File: config.mk
export PLATFORM = sky130hd
export DESIGN_NAME = core_top
export DESIGN_NICKNAME = d
export VERILOG_FILES = /design/src/verilog/rv_pkg.sv /design/src/verilog/reg_file.sv /design/src/verilog/imm_gen.sv /design/src/verilog/ctrl_decode.sv /design/src/verilog/lsu_align.sv /design/src/verilog/core_top.sv
export SDC_FILE = /design/constraint.sdc
export NUM_CORES = 2
export LEC_CHECK = 0
export BUFFER_PORTS_ARGS = -buffer_cell sky130_fd_sc_hd__clkbuf_2
export CORE_AREA = 4 4 369 444
export CTS_CLUSTER_DIAMETER = 100
export CTS_CLUSTER_SIZE = 40
export DETAILED_ROUTE_END_ITERATION = 7
export DIE_AREA = 0 0 373 448
export GPL_TIMING_DRIVEN = 0
export SLEW_MARGIN = 20
export SYNTH_ARGS = -nofsm -noshare
export SYNTH_HDL_FRONTEND = slang
export SYNTH_HIERARCHICAL = 1
export SYNTH_SLANG_ARGS = --single-unit
File: constraint.sdc
create_clock -name clk -period 10.9 [get_ports clk]
set_clock_uncertainty 0.05 [all_clocks]
set_input_delay 0.545 -clock clk [delete_from_list [all_inputs] [get_ports clk]]
set_output_delay 0.545 -clock clk [all_outputs]
set_load 0.005 [all_outputs]
File: src/verilog/rv_pkg.sv
package rv_pkg;

  localparam int XLEN = 32;

  typedef logic [XLEN-1:0] word_t;
  typedef logic [4:0]      reg_addr_t;

  localparam word_t RESET_PC = 32'h8000_0000;  // first fetch address

  // major opcodes, inst[6:0]
  localparam logic [6:0] OPC_OP_IMM = 7'b001_0011;
  localparam logic [6:0] OPC_LUI    = 7'b011_0111;
  localparam logic [6:0] OPC_AUIPC  = 7'b001_0111;
  localparam logic [6:0] OPC_JAL    = 7'b110_1111;
  localparam logic [6:0] OPC_JALR   = 7'b110_0111;
  localparam logic [6:0] OPC_LOAD   = 7'b000_0011;
  localparam logic [6:0] OPC_STORE  = 7'b010_0011;
  localparam logic [6:0] OPC_SYSTEM = 7'b111_0011;

  // load/store width codes
  localparam logic [2:0] F3_B  = 3'b000;
  localparam logic [2:0] F3_H  = 3'b001;
  localparam logic [2:0] F3_W  = 3'b010;
  localparam logic [2:0] F3_BU = 3'b100;
  localparam logic [2:0] F3_HU = 3'b101;

  localparam logic [2:0] F3_ADDI = 3'b000;  // only OP-IMM variant kept
  localparam logic [2:0] F3_PRIV = 3'b000;  // ecall/ebreak group

  typedef enum logic [1:0] {
    IMM_I = 2'd0,
    IMM_S = 2'd1,
    IMM_J = 2'd2,
    IMM_U = 2'd3
  } imm_sel_e;

  typedef enum logic {
    OPA_RS1 = 1'b0,
    OPA_PC  = 1'b1
  } op_a_sel_e;

  typedef enum logic [1:0] {
    WB_ADD  = 2'd0,  // adder result
    WB_PC4  = 2'd1,  // link address
    WB_LOAD = 2'd2
  } wb_sel_e;

  typedef struct packed {
    logic      reg_we;
    logic      mem_rd;
    logic      mem_wr;
    op_a_sel_e op_a_sel;
    imm_sel_e  imm_sel;
    wb_sel_e   wb_sel;
    logic      jump;  // next pc from adder
    logic      halt;
  } ctrl_t;

  typedef struct packed {
    word_t      addr;
    word_t      wdata;
    logic [3:0] wmask;  // one bit per byte lane
    logic       we;
  } dmem_req_t;

endpackage

File: src/verilog/reg_file.sv
module reg_file (
  input  logic              clk,
  input  logic              we,
  input  rv_pkg::reg_addr_t waddr,
  input  rv_pkg::word_t     wdata,
  input  rv_pkg::reg_addr_t rs1_addr,
  input  rv_pkg::reg_addr_t rs2_addr,
  input  rv_pkg::reg_addr_t dbg_addr,
  output rv_pkg::word_t     rs1_data,
  output rv_pkg::word_t     rs2_data,
  output rv_pkg::word_t     dbg_data
);

  rv_pkg::word_t regs [0:31];

  // x0 is never stored
  always_ff @(posedge clk) begin
    if (we && (waddr != '0)) begin
      regs[waddr] <= wdata;
    end
  end

  assign rs1_data = (rs1_addr == '0) ? '0 : regs[rs1_addr];
  assign rs2_data = (rs2_addr == '0) ? '0 : regs[rs2_addr];
  assign dbg_data = (dbg_addr == '0) ? '0 : regs[dbg_addr];  // end-of-test peek

  // a value written to a live register reads back on the next cycle
  a_wr_rd : assert property (
    @(posedge clk) (we && (waddr != '0)) |=>
      ((rs1_addr != $past(waddr)) || (rs1_data == $past(wdata)))
  );

endmodule

File: src/verilog/imm_gen.sv
module imm_gen (
  input  rv_pkg::word_t    inst,
  input  rv_pkg::imm_sel_e imm_sel,
  output rv_pkg::word_t    imm
);

  rv_pkg::word_t imm_i;
  rv_pkg::word_t imm_s;
  rv_pkg::word_t imm_j;
  rv_pkg::word_t imm_u;

  // sign always comes from inst[31]
  assign imm_i = {{20{inst[31]}}, inst[31:20]};
  assign imm_s = {{20{inst[31]}}, inst[31:25], inst[11:7]};
  assign imm_j = {{12{inst[31]}}, inst[19:12], inst[20], inst[30:21], 1'b0};
  assign imm_u = {inst[31:12], 12'h000};  // lui/auipc upper part

  always_comb begin
    case (imm_sel)
      rv_pkg::IMM_S: begin
        imm = imm_s;
      end
      rv_pkg::IMM_J: begin
        imm = imm_j;
      end
      rv_pkg::IMM_U: begin
        imm = imm_u;
      end
      default: begin
        imm = imm_i;  // also covers jalr and loads
      end
    endcase
  end

endmodule

File: src/verilog/ctrl_decode.sv
module ctrl_decode (
  input  logic          [6:0] opcode,
  input  logic          [2:0] funct3,
  input  logic                enable,
  output rv_pkg::ctrl_t       ctrl
);

  always_comb begin
    ctrl = '0;  // no-op bundle
    if (enable) begin
      case (opcode)
        rv_pkg::OPC_OP_IMM: begin
          if (funct3 == rv_pkg::F3_ADDI) begin
            ctrl.reg_we  = 1'b1;
            ctrl.imm_sel = rv_pkg::IMM_I;
            ctrl.wb_sel  = rv_pkg::WB_ADD;
          end
        end
        rv_pkg::OPC_LUI: begin
          ctrl.reg_we  = 1'b1;  // rs1 forced to x0 upstream
          ctrl.imm_sel = rv_pkg::IMM_U;
          ctrl.wb_sel  = rv_pkg::WB_ADD;
        end
        rv_pkg::OPC_AUIPC: begin
          ctrl.reg_we   = 1'b1;
          ctrl.op_a_sel = rv_pkg::OPA_PC;
          ctrl.imm_sel  = rv_pkg::IMM_U;
          ctrl.wb_sel   = rv_pkg::WB_ADD;
        end
        rv_pkg::OPC_JAL: begin
          ctrl.reg_we   = 1'b1;
          ctrl.op_a_sel = rv_pkg::OPA_PC;
          ctrl.imm_sel  = rv_pkg::IMM_J;
          ctrl.wb_sel   = rv_pkg::WB_PC4;
          ctrl.jump     = 1'b1;
        end
        rv_pkg::OPC_JALR: begin
          ctrl.reg_we  = 1'b1;
          ctrl.imm_sel = rv_pkg::IMM_I;
          ctrl.wb_sel  = rv_pkg::WB_PC4;
          ctrl.jump    = 1'b1;
        end
        rv_pkg::OPC_LOAD: begin
          ctrl.reg_we  = 1'b1;
          ctrl.mem_rd  = 1'b1;
          ctrl.imm_sel = rv_pkg::IMM_I;
          ctrl.wb_sel  = rv_pkg::WB_LOAD;
        end
        rv_pkg::OPC_STORE: begin
          ctrl.mem_wr  = 1'b1;
          ctrl.imm_sel = rv_pkg::IMM_S;
        end
        rv_pkg::OPC_SYSTEM: begin
          ctrl.halt = (funct3 == rv_pkg::F3_PRIV);  // ebreak
        end
        default: begin
        end
      endcase
    end
  end

endmodule

File: src/verilog/lsu_align.sv
module lsu_align (
  input  logic                mem_rd,
  input  logic                mem_wr,
  input  logic          [2:0] funct3,
  input  logic          [1:0] addr_lo,
  input  rv_pkg::word_t       store_data,
  input  rv_pkg::word_t       load_raw,
  output logic          [3:0] wmask,
  output rv_pkg::word_t       wdata,
  output rv_pkg::word_t       load_data
);

  logic [7:0]  ld_byte;
  logic [15:0] ld_half;

  // store mask and lane-replicated data
  always_comb begin
    wmask = 4'b0000;
    wdata = store_data;
    case (funct3)
      rv_pkg::F3_B: begin
        wdata = {4{store_data[7:0]}};
        wmask = 4'b0001 << addr_lo;
      end
      rv_pkg::F3_H: begin
        wdata = {2{store_data[15:0]}};
        if (!addr_lo[0]) begin
          wmask = addr_lo[1] ? 4'b1100 : 4'b0011;
        end
      end
      rv_pkg::F3_W: begin
        if (addr_lo == 2'b00) begin
          wmask = 4'b1111;
        end
      end
      default: begin
      end
    endcase
    if (!mem_wr) begin
      wmask = 4'b0000;  // loads and other ops never write
    end
  end

  assign ld_byte = load_raw[{addr_lo, 3'b000} +: 8];
  assign ld_half = addr_lo[1] ? load_raw[31:16] : load_raw[15:0];

  always_comb begin
    load_data = '0;  // misaligned and unknown widths read as zero
    if (mem_rd) begin
      case (funct3)
        rv_pkg::F3_B: begin
          load_data = {{24{ld_byte[7]}}, ld_byte};
        end
        rv_pkg::F3_BU: begin
          load_data = {24'h00_0000, ld_byte};
        end
        rv_pkg::F3_H: begin
          if (!addr_lo[0]) begin
            load_data = {{16{ld_half[15]}}, ld_half};
          end
        end
        rv_pkg::F3_HU: begin
          if (!addr_lo[0]) begin
            load_data = {16'h0000, ld_half};
          end
        end
        rv_pkg::F3_W: begin
          if (addr_lo == 2'b00) begin
            load_data = load_raw;
          end
        end
        default: begin
        end
      endcase
    end
  end

endmodule

File: src/verilog/core_top.sv
module core_top (
  input  logic              clk,
  input  logic              arst_n,
  output rv_pkg::word_t     imem_addr,
  input  rv_pkg::word_t     imem_rdata,
  output rv_pkg::dmem_req_t dmem_req,
  input  rv_pkg::word_t     dmem_rdata,
  output logic              halt,
  input  rv_pkg::reg_addr_t dbg_reg_addr,
  output rv_pkg::word_t     dbg_reg_data
);

  rv_pkg::word_t     pc_q;
  rv_pkg::word_t     pc_next;
  rv_pkg::word_t     pc_plus4;
  logic              rst_seen_q;
  logic              halted_q;
  logic              run;
  rv_pkg::ctrl_t     ctrl;
  rv_pkg::reg_addr_t rs1_addr;
  rv_pkg::word_t     rs1_data;
  rv_pkg::word_t     rs2_data;
  rv_pkg::word_t     imm;
  rv_pkg::word_t     op_a;
  rv_pkg::word_t     sum;
  rv_pkg::word_t     load_data;
  rv_pkg::word_t     wb_data;
  rv_pkg::word_t     store_lane;
  logic [3:0]        wmask;

  assign run = rst_seen_q & ~halted_q;  // one idle cycle after reset release

  ctrl_decode ctrl_decode_i (
    .opcode (imem_rdata[6:0]),
    .funct3 (imem_rdata[14:12]),
    .enable (run),
    .ctrl   (ctrl)
  );

  // U format carries no rs1, so lui adds to x0
  assign rs1_addr = (ctrl.imm_sel == rv_pkg::IMM_U) ? '0 : imem_rdata[19:15];

  reg_file reg_file_i (
    .clk      (clk),
    .we       (ctrl.reg_we),
    .waddr    (imem_rdata[11:7]),
    .wdata    (wb_data),
    .rs1_addr (rs1_addr),
    .rs2_addr (imem_rdata[24:20]),
    .dbg_addr (dbg_reg_addr),
    .rs1_data (rs1_data),
    .rs2_data (rs2_data),
    .dbg_data (dbg_reg_data)
  );

  imm_gen imm_gen_i (
    .inst    (imem_rdata),
    .imm_sel (ctrl.imm_sel),
    .imm     (imm)
  );

  assign op_a     = (ctrl.op_a_sel == rv_pkg::OPA_PC) ? pc_q : rs1_data;
  assign sum      = op_a + imm;  // alu result, mem address and jump target
  assign pc_plus4 = pc_q + 32'd4;

  lsu_align lsu_align_i (
    .mem_rd     (ctrl.mem_rd),
    .mem_wr     (ctrl.mem_wr),
    .funct3     (imem_rdata[14:12]),
    .addr_lo    (sum[1:0]),
    .store_data (rs2_data),
    .load_raw   (dmem_rdata),
    .wmask      (wmask),
    .wdata      (store_lane),
    .load_data  (load_data)
  );

  assign dmem_req = '{addr: sum, wdata: store_lane, wmask: wmask, we: |wmask};

  always_comb begin
    case (ctrl.wb_sel)
      rv_pkg::WB_PC4: begin
        wb_data = pc_plus4;
      end
      rv_pkg::WB_LOAD: begin
        wb_data = load_data;
      end
      default: begin
        wb_data = sum;
      end
    endcase
  end

  always_comb begin
    if (!run || ctrl.halt) begin
      pc_next = pc_q;  // hold
    end else if (ctrl.jump) begin
      pc_next = {sum[rv_pkg::XLEN-1:1], 1'b0};
    end else begin
      pc_next = pc_plus4;
    end
  end

  always_ff @(posedge clk or negedge arst_n) begin
    if (!arst_n) begin
      pc_q       <= rv_pkg::RESET_PC;
      rst_seen_q <= 1'b0;
      halted_q   <= 1'b0;
    end else begin
      pc_q       <= pc_next;
      rst_seen_q <= 1'b1;
      if (ctrl.halt) begin
        halted_q <= 1'b1;  // sticky until reset
      end
    end
  end

  assign imem_addr = pc_q;
  assign halt      = halted_q | ctrl.halt;

  a_pc_aligned : assert property (
    @(posedge clk) disable iff (!arst_n) pc_q[1:0] == 2'b00
  );

endmodule

==> results.md <==
- Outcome: completed
- Gates resized, CTS repair: 0
- CTS buffer count: 39
- Row count: 161
- Fraction of registers with async set or reset after synthesis: 3.12%
- Setup violations, final: 0
- Cell area after layout: 0.0719 mm²
- Count leader, synth: edfxtp_1
- Yosys reg bits: 1057
- Slowest cell on crit path: a311oi_2
- Post-DP HPWL: 226 mm
- Mapped Cells: 4202
- Worst-Margin Slew: 1400 ps
- Most frequent cells after synthesis: 1024 x edfxtp_1, 507 x mux4_2, 402 x mux2i_1, 178 x clkbuf_1, 177 x nand2_1
- Crit path DAT: 9310 ps
- Min-Delay Startpoint: imem_rdata[6]
- Critical Path Start Type: flip-flop
- Clk_lat worst skew: 760 ps
- Gpl congestion: 1.02
- Post-synth EDFFs: 1024
- Gr ovfl total: 0
- Unrepaired setup endpoints after global routing: no
- DRT iter0 DRCs: 9263
- Deepest clock path buffer count: 3
- Pwr dens: 137 mW/mm²
- Setup crit end kind: primary output
- Netlist area before placement: 0.0634 mm²
- Fin crit period: 9910 ps
- CTS H-tree depth: 2
- Die W: 373 µm
- CTS tree: done
- WL/cell: 46.6 µm
- # nets final: 4699
- Maximum capacitance violations: 0
- Data required time of the critical path: 10310 ps
- Critical path's largest stage delay: 900 ps
- Buffers on Ports: 200
- Peak VDD IR: 121 µV
- Initial antenna violation count: 35
- Drt pass-1 iters: 7
- Seq/Total Area, Yosys: 49.8%
- Critical path origin: halted_q$_DFFE_PN0P_
- Clock-pin slew on the worst setup and hold paths: 90 ps
- CTS Sinks: 1057
- Area share of the largest cell type after synthesis: 48.5%
- Hold_buf cts: 1
- Fin. Hold Viols: 0
- Largest net degree at the start of global routing: 41
- Max_slew headroom: 6.41%
- LEAKAGE: 24.2 nW
- Ys flop type: edfxtp_1
- Number of post-CTS setup repair buffers: 0
- R2R Path Start: halted_q$_DFFE_PN0P_
- Initial Utilization: 39.7%
- Area grow syn2layout: 13.3%
- Fmax: 101 MHz
- Critical path cell sequence: nor2b_1 > or3b_1 > or3_4 > nor2_1 > a21o_2 > nand2_1 > and2_1 > buf_2 > buf_2 > nor2b_1 > clkbuf_1 > buf_8 > a22oi_1 > a311oi_2 > mux2_2 > ha_1 > a21oi_1 > o21ai_0 > or2_2 > o211ai_4 > nor3_1 > nor3_1 > inv_1 > clkbuf_2
- Average vias per placed instance: 7.56
- Post-layout util: 45.0%
- Via count: 51.1k
- First-pass GRT wire length: 418 mm
- Ys Warns: 6
- Number of remaining DRC errors: 0
- Vias in the first global route: 48.8k
- Crit Path Class: reg2out
- GRT Resource Usage Total: 36.5%
- Die height: 448 µm
- Core area: 0.160 mm²
- Layout cells sized above 1: 31.8%
- Area contributors post-synth: edfxtp_1 48%, mux4_2 18%, mux2i_1 6.3%
- # IOs: 205
- Leading area contributor after synthesis: edfxtp_1
- Final Cycle Share: 90.9%
- Min-Delay Path Class: in2reg
- Syn_area_per_cell: 15.1 µm²
- Fin. max-slew vios: 0
- Root Driver: clkbuf_16
- Post-Route WL: 315 mm
- Placed Area: 0.0703 mm²
- Crit path max fanout: 10
- Synth unique cells: 109
- Die Footprint: 0.167 mm²
- Post-DRT Antenna Nets: 0
==> placed cells by master, fill, tap and decap left out, drive strengths merged, types with 106 or more instances in the layout <==
cell type  synthesis  routed
a21oi            110     110
a22oi            106     106
buf              221     339
clkbuf           178     418
edfxtp          1024    1024
mux2             158     158
mux2i            402     402
mux4             577     577
nand2            178     178
nor2             114     114
o21ai            173     173
==> worst paths after layout <==
path	slack, ps	end	cells past startpoint
worst max register to register	1020	reg_file_i/regs[0][27]$_DFFE_PP_	28
worst min-delay path	290	halted_q$_DFFE_PN0P_	5
max in group asynchronous	9690	imem_addr[7]$_DFFE_PN0N_	2
min in group asynchronous	460	imem_addr[27]$_DFFE_PN0N_	2
worst min register to register	470	halted_q$_DFFE_PN0P_	2
worst max-delay path	990	dmem_req[68]	24
==> cells by family (layout without fill, tap and decap cells) <==
| family | Yosys count | in the layout | share of synthesized area, % |
|---|---|---|---|
| adder cells (fa/ha/maj) | 35 | 35 | 0.702 |
| AO/OA/AOI/OAI | 884 | 884 | 10.2 |
| multiplexers | 1137 | 1137 | 30.1 |
| buffers and inverters | 439 | 824 | 3.52 |
| AND/OR/NAND/NOR | 591 | 591 | 4.94 |
| XOR/XNOR | 56 | 56 | 0.773 |
| flip-flops | 1057 | 1057 | 49.8 |
| other | 3 | 64 | 0.0178 |
==> area by class of cell <==
| type | count | area (µm²) |
|---|---|---|
| fill | 14000 | 87900 |
| sequential | 1057 | 31600 |
| multi-input combinational | 2737 | 30500 |
| timing repair buffer | 319 | 3400 |
| tap | 2119 | 2650 |
| buffer | 400 | 2150 |
| clock buffer | 40 | 980 |
| clock inverter | 26 | 368 |
| inverter | 39 | 146 |
| antenna | 30 | 75.1 |
==> worst max-delay path: cells and delay by family, from the launching register on <==
family          cells  cell delay [ps]
mux                 1              310
fa+ha+maj           1              300
buf+inv             6             1790
simple gates       10             3530
flops               1              400
compound gates      6             2220
==> through the flow <==
step                setup slack, ps  setup TNS (ps)  cells  hold WS (ps)  power, mW
detailed placement             1040               0   6669           445       7.59
global route                    931               0   6740           344       10.0
global placement               -925         -168040   6552           433       7.40
finish                          994               0   6767           295       9.84
floorplan                      3950               0   4233           199       6.33
CTS                            1020               0   6736           286       9.68
==> routing by layer <==
layer  vias to the layer above  part of all wire [%]  track usage, %
li1                      18500                     -               -
met1                     25900                    32            42.3
met2                      5288                    43            54.3
met3                      1453                    16            16.2
met4                        34                   9.0            25.5
met5                         -                  0.14            1.46
==> registers in the layout, summed over array words and instances, names as in the netlist <==
| name | cells |
|---|---|
| reg_file_i/regs | 1024 |
| halted_q | 1 |
| rst_seen_q | 1 |
| imem_addr | 31 |
==> power by group <==
| group | leakage, nW | internal (mW) | switching (mW) | total [mW] |
|---|---|---|---|---|
| combinational | 13.9 | 0.835 | 1.80 | 2.64 |
| sequential | 9.66 | 4.92 | 0.0842 | 5.01 |
| clock | 0.644 | 0.732 | 1.46 | 2.20 |
No activity file was read; power rests on OpenSTA's default activity.
